$ cat config.mk
export PLATFORM = sky130hd
export DESIGN_NAME = taylor_unit
export DESIGN_NICKNAME = d
export VERILOG_FILES = /design/src/hw/taylor_pkg.sv /design/src/hw/taylor_unit.sv /design/src/hw/taylor_collect.sv /design/src/hw/taylor_lane.sv /design/src/hw/taylor_dispatch.sv /design/src/hw/taylor_coefs.sv
export SDC_FILE = /design/constraint.sdc
export NUM_CORES = 2
export LEC_CHECK = 0
export BUFFER_PORTS_ARGS = -buffer_cell sky130_fd_sc_hd__clkbuf_2
export CORE_AREA = 3 3 471 473
export DETAILED_ROUTE_END_ITERATION = 10
export DIE_AREA = 0 0 474 476
export GPL_ROUTABILITY_DRIVEN = 0
export SYNTH_ARGS = -nofsm -noshare
export SYNTH_HDL_FRONTEND = slang
export SYNTH_SLANG_ARGS = --single-unit
export TNS_END_PERCENT = 100
$ cat constraint.sdc
create_clock -name clk -period 9.5 [get_ports clk]
set_clock_uncertainty 0.1 [all_clocks]
set_input_delay 0.95 -clock clk [delete_from_list [all_inputs] [get_ports clk]]
set_output_delay 0.95 -clock clk [all_outputs]
set_load 0.03 [all_outputs]
$ cat src/hw/taylor_pkg.sv
package taylor_pkg;

    // ------------------------------------------------------------
    // Fixed-point format, Q2.16 signed
    // ------------------------------------------------------------
    localparam int fix_w  = 18;
    localparam int frac_w = 16;

    // Series length, indices 0 up to max_idx
    localparam int num_terms = 11;
    localparam int idx_w     = 4;
    localparam int max_idx   = num_terms - 1;

    // Lane array and round-robin pointer
    localparam int num_lanes  = 4;
    localparam int lane_idx_w = $clog2(num_lanes);

    // Request tag, returned untouched with the result
    localparam int tag_w = 4;

    // Unit values in Q2.16, used as derivative signs
    localparam logic signed [fix_w-1:0] fix_one     = 18'sh10000;
    localparam logic signed [fix_w-1:0] fix_neg_one = -fix_one;

    // ------------------------------------------------------------
    // Function codes
    // ------------------------------------------------------------
    // Codes 3 to 7 are legal on the bus and evaluate to zero
    typedef enum logic [2:0] {
        func_sin          = 3'd0,
        func_cos          = 3'd1,
        func_inv_1_plus_x = 3'd2
    } func_sel_t;

    // ------------------------------------------------------------
    // Request and response payloads
    // ------------------------------------------------------------
    typedef struct packed {
        func_sel_t                 func_sel;
        logic signed [fix_w-1:0]   x;
        logic        [tag_w-1:0]   tag;
    } taylor_req_t;

    typedef struct packed {
        logic signed [fix_w-1:0]   y;
        logic        [tag_w-1:0]   tag;
    } taylor_resp_t;

endpackage
$ cat src/hw/taylor_unit.sv
`timescale 1ns/1ps

module taylor_unit (
    input  logic                       clk,
    input  logic                       reset,
    input  logic                       req_valid,
    input  taylor_pkg::taylor_req_t    req,
    output logic                       ready,
    output logic                       resp_valid,
    output taylor_pkg::taylor_resp_t   resp
);
    import taylor_pkg::*;

    // Dispatcher to lanes
    logic [num_lanes-1:0] lane_start;
    logic [num_lanes-1:0] lane_busy;
    taylor_req_t          lane_req;
    // Lanes to collector
    logic [num_lanes-1:0] lane_done;
    taylor_resp_t         lane_resp [num_lanes];

    taylor_dispatch dispatch_inst (
        .clk        (clk),
        .reset      (reset),
        .req_valid  (req_valid),
        .req        (req),
        .lane_busy  (lane_busy),
        .ready      (ready),
        .lane_start (lane_start),
        .lane_req   (lane_req)
    );

    // ------------------------------------------------------------
    // Evaluation lanes
    // ------------------------------------------------------------
    for (genvar i = 0; i < num_lanes; i++) begin : g_lane
        taylor_lane lane_inst (
            .clk   (clk),
            .reset (reset),
            .start (lane_start[i]),
            .req   (lane_req),
            .busy  (lane_busy[i]),
            .done  (lane_done[i]),
            .resp  (lane_resp[i])
        );
    end

    taylor_collect collect_inst (
        .clk        (clk),
        .reset      (reset),
        .lane_done  (lane_done),
        .lane_resp  (lane_resp),
        .resp_valid (resp_valid),
        .resp       (resp)
    );

endmodule

$ cat src/hw/taylor_collect.sv
`timescale 1ns/1ps

module taylor_collect (
    input  logic                               clk,
    input  logic                               reset,
    input  logic [taylor_pkg::num_lanes-1:0]   lane_done,
    input  taylor_pkg::taylor_resp_t           lane_resp [taylor_pkg::num_lanes],
    output logic                               resp_valid,
    output taylor_pkg::taylor_resp_t           resp
);
    import taylor_pkg::*;

    taylor_resp_t sel_resp;

    // ------------------------------------------------------------
    // Lane select
    // ------------------------------------------------------------
    // Fixed latency keeps done one-hot, so a plain scan is enough
    always_comb begin
        sel_resp = lane_resp[0];
        for (int i = 0; i < num_lanes; i++) begin
            if (lane_done[i])
                sel_resp = lane_resp[i];
        end
    end

    // Output strobe
    always_ff @(posedge clk) begin
        if (reset)
            resp_valid <= 1'b0;
        else
            resp_valid <= |lane_done;
    end

    // Result register, holds between completions
    always_ff @(posedge clk) begin
        if (|lane_done)
            resp <= sel_resp;
    end

endmodule

$ cat src/hw/taylor_lane.sv
`timescale 1ns/1ps

module taylor_lane (
    input  logic                       clk,
    input  logic                       reset,
    input  logic                       start,
    input  taylor_pkg::taylor_req_t    req,
    output logic                       busy,
    output logic                       done,
    output taylor_pkg::taylor_resp_t   resp
);
    import taylor_pkg::*;

    // Control state
    logic                      active_q;
    logic [idx_w-1:0]          idx_q;
    logic [idx_w-1:0]          idx_next;
    // Latched request fields
    func_sel_t                 func_q;
    logic signed [fix_w-1:0]   x_q;
    logic [tag_w-1:0]          tag_q;
    // Datapath
    logic signed [fix_w-1:0]   acc_q;
    logic signed [fix_w-1:0]   coef;
    logic signed [2*fix_w-1:0] prod;
    logic signed [fix_w-1:0]   acc_next;
    func_sel_t                 coef_func;
    logic [idx_w-1:0]          coef_idx;

    assign idx_next = idx_q - 1'b1;

    // Table looks at the incoming request during start
    assign coef_func = start ? req.func_sel : func_q;
    assign coef_idx  = start ? idx_w'(max_idx) : idx_next;

    taylor_coefs coefs_inst (
        .func_sel (coef_func),
        .idx      (coef_idx),
        .coef     (coef)
    );

    // ------------------------------------------------------------
    // Horner step: acc*x, truncate by 16, add coefficient, wrap
    // ------------------------------------------------------------
    assign prod     = acc_q * x_q;
    assign acc_next = fix_w'(prod >>> frac_w) + coef;

    // ------------------------------------------------------------
    // Sequencer
    // ------------------------------------------------------------
    always_ff @(posedge clk) begin
        if (reset) begin
            active_q <= 1'b0;
            done     <= 1'b0;
            idx_q    <= '0;
        end else if (start) begin
            active_q <= 1'b1;
            done     <= 1'b0;
            idx_q    <= idx_w'(max_idx);
        end else if (done) begin
            // Done cycle over, lane free again
            active_q <= 1'b0;
            done     <= 1'b0;
        end else if (active_q) begin
            idx_q <= idx_next;
            done  <= (idx_next == '0);
        end
    end

    // Payload registers
    always_ff @(posedge clk) begin
        if (start) begin
            func_q <= req.func_sel;
            x_q    <= req.x;
            tag_q  <= req.tag;
            acc_q  <= coef;
        end else if (active_q && !done) begin
            acc_q <= acc_next;
        end
    end

    // Busy covers the start cycle through the done cycle
    assign busy = start || active_q;

    // Result held in the accumulator during done
    assign resp.y   = acc_q;
    assign resp.tag = tag_q;

endmodule

$ cat src/hw/taylor_dispatch.sv
`timescale 1ns/1ps

module taylor_dispatch (
    input  logic                               clk,
    input  logic                               reset,
    input  logic                               req_valid,
    input  taylor_pkg::taylor_req_t            req,
    input  logic [taylor_pkg::num_lanes-1:0]   lane_busy,
    output logic                               ready,
    output logic [taylor_pkg::num_lanes-1:0]   lane_start,
    output taylor_pkg::taylor_req_t            lane_req
);
    import taylor_pkg::*;

    // Round-robin pointer, next lane to receive a request
    logic [lane_idx_w-1:0] ptr_q;
    logic                  accept;

    // Ready only follows the pointed lane, no lookahead
    assign ready  = !lane_busy[ptr_q];
    assign accept = req_valid && ready;

    // ------------------------------------------------------------
    // Pointer and start strobes
    // ------------------------------------------------------------
    always_ff @(posedge clk) begin
        if (reset) begin
            ptr_q      <= '0;
            lane_start <= '0;
        end else begin
            // Strobes last one cycle
            lane_start <= '0;
            if (accept) begin
                lane_start[ptr_q] <= 1'b1;
                if (ptr_q == lane_idx_w'(num_lanes - 1))
                    ptr_q <= '0;
                else
                    ptr_q <= ptr_q + 1'b1;
            end
        end
    end

    // Shared request register, valid alongside the start strobe
    always_ff @(posedge clk) begin
        if (accept)
            lane_req <= req;
    end

endmodule

$ cat src/hw/taylor_coefs.sv
`timescale 1ns/1ps

module taylor_coefs (
    input  taylor_pkg::func_sel_t                 func_sel,
    input  logic [taylor_pkg::idx_w-1:0]          idx,
    output logic signed [taylor_pkg::fix_w-1:0]   coef
);
    import taylor_pkg::*;

    // Derivative values at zero, per function
    logic signed [fix_w-1:0]   sign_sin;
    logic signed [fix_w-1:0]   sign_cos;
    logic signed [fix_w-1:0]   sign_inv;
    // 1/n! in Q2.16, truncated
    logic signed [fix_w-1:0]   inv_fact;
    // Sign times 1/n!, full width then rescaled
    logic signed [2*fix_w-1:0] prod_sin;
    logic signed [2*fix_w-1:0] prod_cos;

    // ------------------------------------------------------------
    // Derivative sign tables
    // ------------------------------------------------------------
    // sin: 0, +1, 0, -1 repeating
    always_comb begin
        case (idx)
            4'h1, 4'h5, 4'h9: sign_sin = fix_one;
            4'h3, 4'h7:       sign_sin = fix_neg_one;
            default:          sign_sin = '0;
        endcase
    end

    // cos: +1, 0, -1, 0 repeating
    always_comb begin
        case (idx)
            4'h0, 4'h4, 4'h8: sign_cos = fix_one;
            4'h2, 4'h6, 4'ha: sign_cos = fix_neg_one;
            default:          sign_cos = '0;
        endcase
    end

    // 1/(1+x): alternating, already the series coefficient
    always_comb begin
        if (idx > idx_w'(max_idx)) sign_inv = '0;
        else if (idx[0])           sign_inv = fix_neg_one;
        else                       sign_inv = fix_one;
    end

    // ------------------------------------------------------------
    // Inverse factorial table
    // ------------------------------------------------------------
    always_comb begin
        case (idx)
            4'h0, 4'h1: inv_fact = 18'sh10000;
            4'h2:       inv_fact = 18'sh08000;
            4'h3:       inv_fact = 18'sh02aaa;
            4'h4:       inv_fact = 18'sh00aaa;
            4'h5:       inv_fact = 18'sh00222;
            4'h6:       inv_fact = 18'sh0005b;
            4'h7:       inv_fact = 18'sh0000d;
            4'h8:       inv_fact = 18'sh00001;
            // 1/9! and 1/10! fall below one LSB
            default:    inv_fact = '0;
        endcase
    end

    // Q2.16 products, exact since the sign is 0 or +-1.0
    assign prod_sin = sign_sin * inv_fact;
    assign prod_cos = sign_cos * inv_fact;

    // Function select, unknown codes give zero
    always_comb begin
        case (func_sel)
            func_sin:          coef = fix_w'(prod_sin >>> frac_w);
            func_cos:          coef = fix_w'(prod_cos >>> frac_w);
            func_inv_1_plus_x: coef = sign_inv;
            default:           coef = '0;
        endcase
    end

endmodule

==> results.md <==
* Syn. warnings at 0
* Unrepaired setup endpoints after global routing: false
* Share of layout cells above drive strength 1 at 4.03%
* # rows at 171
* Register-to-Register Path Depth at 32
* Final hold vios at 0
* Vias post-DR at 53.5k
* # DRC at 0
* CP max stage cell: edfxtp_1
* Die span in x at 474 um
* Clock buffer depth at 3
* Root buffer cell: clkbuf_16
* CTS clock-pin slew for the worst setup and hold paths at 0.06 ns
* Core Area at 217000 um^2
* Seq/Total Area, Yosys at 9.30%
* H-tree levels at 2
* Worst-Margin Slew at 1.20 ns
* Die height at 476 um
* Routed WL per cell at 17.3 um
* Multi-input combinational cell area at 60600 um^2
* Synthesized area per cell at 9.33 um^2
* Pin count of the biggest net entering global routing at 66
* CP Data Required Time at 9.74 ns
* Grt ovf at 0
* Commonest cells after routing, fill and taps aside: inv_1 (2020), fa_1 (1588), nand2_1 (1010), ha_1 (856), and2_1 (440)
* WHS Path Cells at 0
* Register area at 7080 um^2
* Netlist cell types at 74
* Fillcell total at 21.7k
* Main synth FF type: edfxtp_1
* TNS Setup at 0 ns
* Vias in the first global route at 58.1k
* Initial antenna violation count at 7
* Worst R2R End: g_lane[3].lane_inst.acc_q[17]
* Crit. End Element: register
* # clock sinks at 250
* CP dominant cell by count: fa_1
* Mapped Area at 76100 um^2
* Share of synthesized registers carrying an async set or reset at 0%
* Leading cell type in the layout, fill and taps excluded: inv_1
* Worst stage delay on the critical path at 0.73 ns
* Worst hold path endpoint: g_lane[3].lane_inst.tag_q[3]
* HP Start: dispatch_inst.lane_req[3]
* Min-Delay Path Class: reg -> reg
* R2R Setup Slk at 0.40 ns
* Crit path from: g_lane[3].lane_inst.x_q[4]
* HPWL Detailed at 162000 um
* Starting Density at 35.0%
* IO Count at 52
* CP delay by family, top: adder cells
* CP arrival at 9.34 ns
* First-pass detailed-route iteration total at 7
* Worst Path Max Fanout at 18
* Pins over their slew limit at 0
* Max Clk Rate at 0.110 GHz
* Worst r2r src: g_lane[3].lane_inst.x_q[4]
* Hold-fix buffers, CTS at 0
* CTS tree: yes
* Num CTS Buffers at 36
* Port Buffer Count at 51
* Final Cycle Share at 95.8%
* Detail Route Antenna Nets at 0
* Number of synthesized flops with an enable pin at 207
* Global-route wire length before repair at 319000 um
* Period minus WS final at 9.10 ns
* # setup viols final at 0
* Total GRT Usage at 17.7%
* Vias/cell at 4.83
* NumNets Final at 10.7k
* Crit path kind: reg -> reg
* Outcome: finished clean
* Slew headroom at 19.6%
* Clk Latency, worst-skew pair at 0.62 ns
* Post-layout util at 37.5%
* Post-detailed-routing wire length at 192000 um
* Number of max-cap violations at 0
* Synthesis-stage register bit count at 250
* CP Buf/Inv Count at 5
* Die area at 226000 um^2
* Area Growth Syn to Fin at 7.13%
* Initial DRC count at 3215
* CP Launch Type: register
* Post-Syn Instances at 8159
## flip-flops by register name (all words and copies together), names as in the netlist
| name | count |
|---|---|
| g_lane.lane_inst.tag_q | 16 |
| g_lane.lane_inst.func_q | 12 |
| dispatch_inst.lane_req | 25 |
| g_lane.lane_inst.acc_q | 72 |
| g_lane.lane_inst.idx_q | 16 |
| g_lane.lane_inst.done | 4 |
| dispatch_inst.ptr_q | 2 |
| g_lane.lane_inst.active_q | 4 |
| g_lane.lane_inst.x_q | 72 |
| collect_inst.resp | 22 |
| collect_inst.resp_valid | 1 |
| dispatch_inst.lane_start | 4 |
## area by class of cell
cell class | instances | area share (%)
multi-input combinational | 5671 | 74.4
timing repair buffer | 203 | 1.71
clock buffer | 43 | 1.16
sequential | 250 | 8.69
antenna | 8 | 0.0246
tap | 2854 | 4.38
inverter | 2022 | 9.31
clock inverter | 23 | 0.354
## layer usage
layer  track usage [%]  wire, um  vias to the layer above  share of wire (%)
met5                 0        27                        -              0.014
met4              5.92      7020                        4                3.7
met3              2.20     11400                      272                5.9
met2              29.7     91000                     1385                 47
met1              23.8     82700                    27300                 43
li1                  -         -                    24500                  -
## how the worst max path moves through the flow
stage | endpoint | slack [ns] | cells past startpoint
finish | g_lane[3].lane_inst.acc_q[17] | 0.40 | 32
global route | g_lane[1].lane_inst.acc_q[17] | 0.001 | 33
CTS | g_lane[3].lane_inst.acc_q[17] | 0.44 | 32
detailed placement | g_lane[3].lane_inst.acc_q[17] | 0.47 | 32
global placement | g_lane[3].lane_inst.acc_q[17] | 0.63 | 32
floorplan | g_lane[3].lane_inst.acc_q[17] | 1.11 | 34
## Yosys cell counts, types with 13 or more instances
cell type | number | area (um^2)
inv_1 | 2020 | 7580
fa_1 | 1588 | 31800
nand2_1 | 1010 | 3790
ha_1 | 856 | 10700
and2_1 | 440 | 2750
clkbuf_1 | 296 | 1110
xnor2_1 | 263 | 2300
edfxtp_1 | 207 | 6220
nor2_1 | 195 | 732
a21oi_1 | 184 | 921
o21ai_0 | 144 | 721
nand2b_1 | 104 | 651
nor3_1 | 100 | 500
xor2_1 | 100 | 876
a21o_1 | 66 | 495
dfxtp_1 | 43 | 861
or3_1 | 39 | 244
nand3_1 | 35 | 175
nor2b_1 | 34 | 213
o21bai_1 | 33 | 248
mux2_2 | 31 | 349
mux2i_1 | 31 | 310
and3_1 | 26 | 163
o21a_1 | 26 | 195
a211oi_1 | 25 | 188
or2_2 | 20 | 125
a31oi_1 | 18 | 113
o211ai_1 | 18 | 135
o22ai_1 | 18 | 113
buf_1 | 16 | 60.1
a211o_1 | 13 | 114
a22o_1 | 13 | 114
## logic make-up after synthesis
kind of cell	synth area share, %
fa+ha+maj	55.8
compound gates	5.46
flops	9.30
other cells	0.00987
buf+inv	11.5
mux	0.866
simple gates	12.8
xor+xnor	4.24
## stage by stage
stage          instance area [um^2]  hold WS (ns)  setup WS (ns)  instances
6_report                      81500         0.396          0.401      11100
5_1_grt                       81500         0.393        0.00126      11100
4_1_cts                       81400         0.377          0.444      11100
3_5_place_dp                  80200         0.389          0.465      11000
3_3_place_gp                  80200         0.379          0.633      11000
2_1_floorplan                 76500         0.359           1.11       8257
## worst register-to-register path, delay by kind of cell, from the launching register on
family                     cells  cell delay [ns]
buffers and inverters          5             0.26
and+or+nand+nor                5             0.61
AOI/OAI and AO/OA             11             3.03
adders and majority gates      8             3.58
xor gates and xnor gates       2             0.41
DFF                            1             0.73
muxes                          1             0.12
## timing repair
item | in CTS | in global routing
buffers inserted | 0 | 11
setup endpoints to repair | 0 | 5
gates resized for setup | 0 | 3
Power is not shown: default switching activity piles up to over one toggle a cycle in this logic, so the estimate is an artifact.
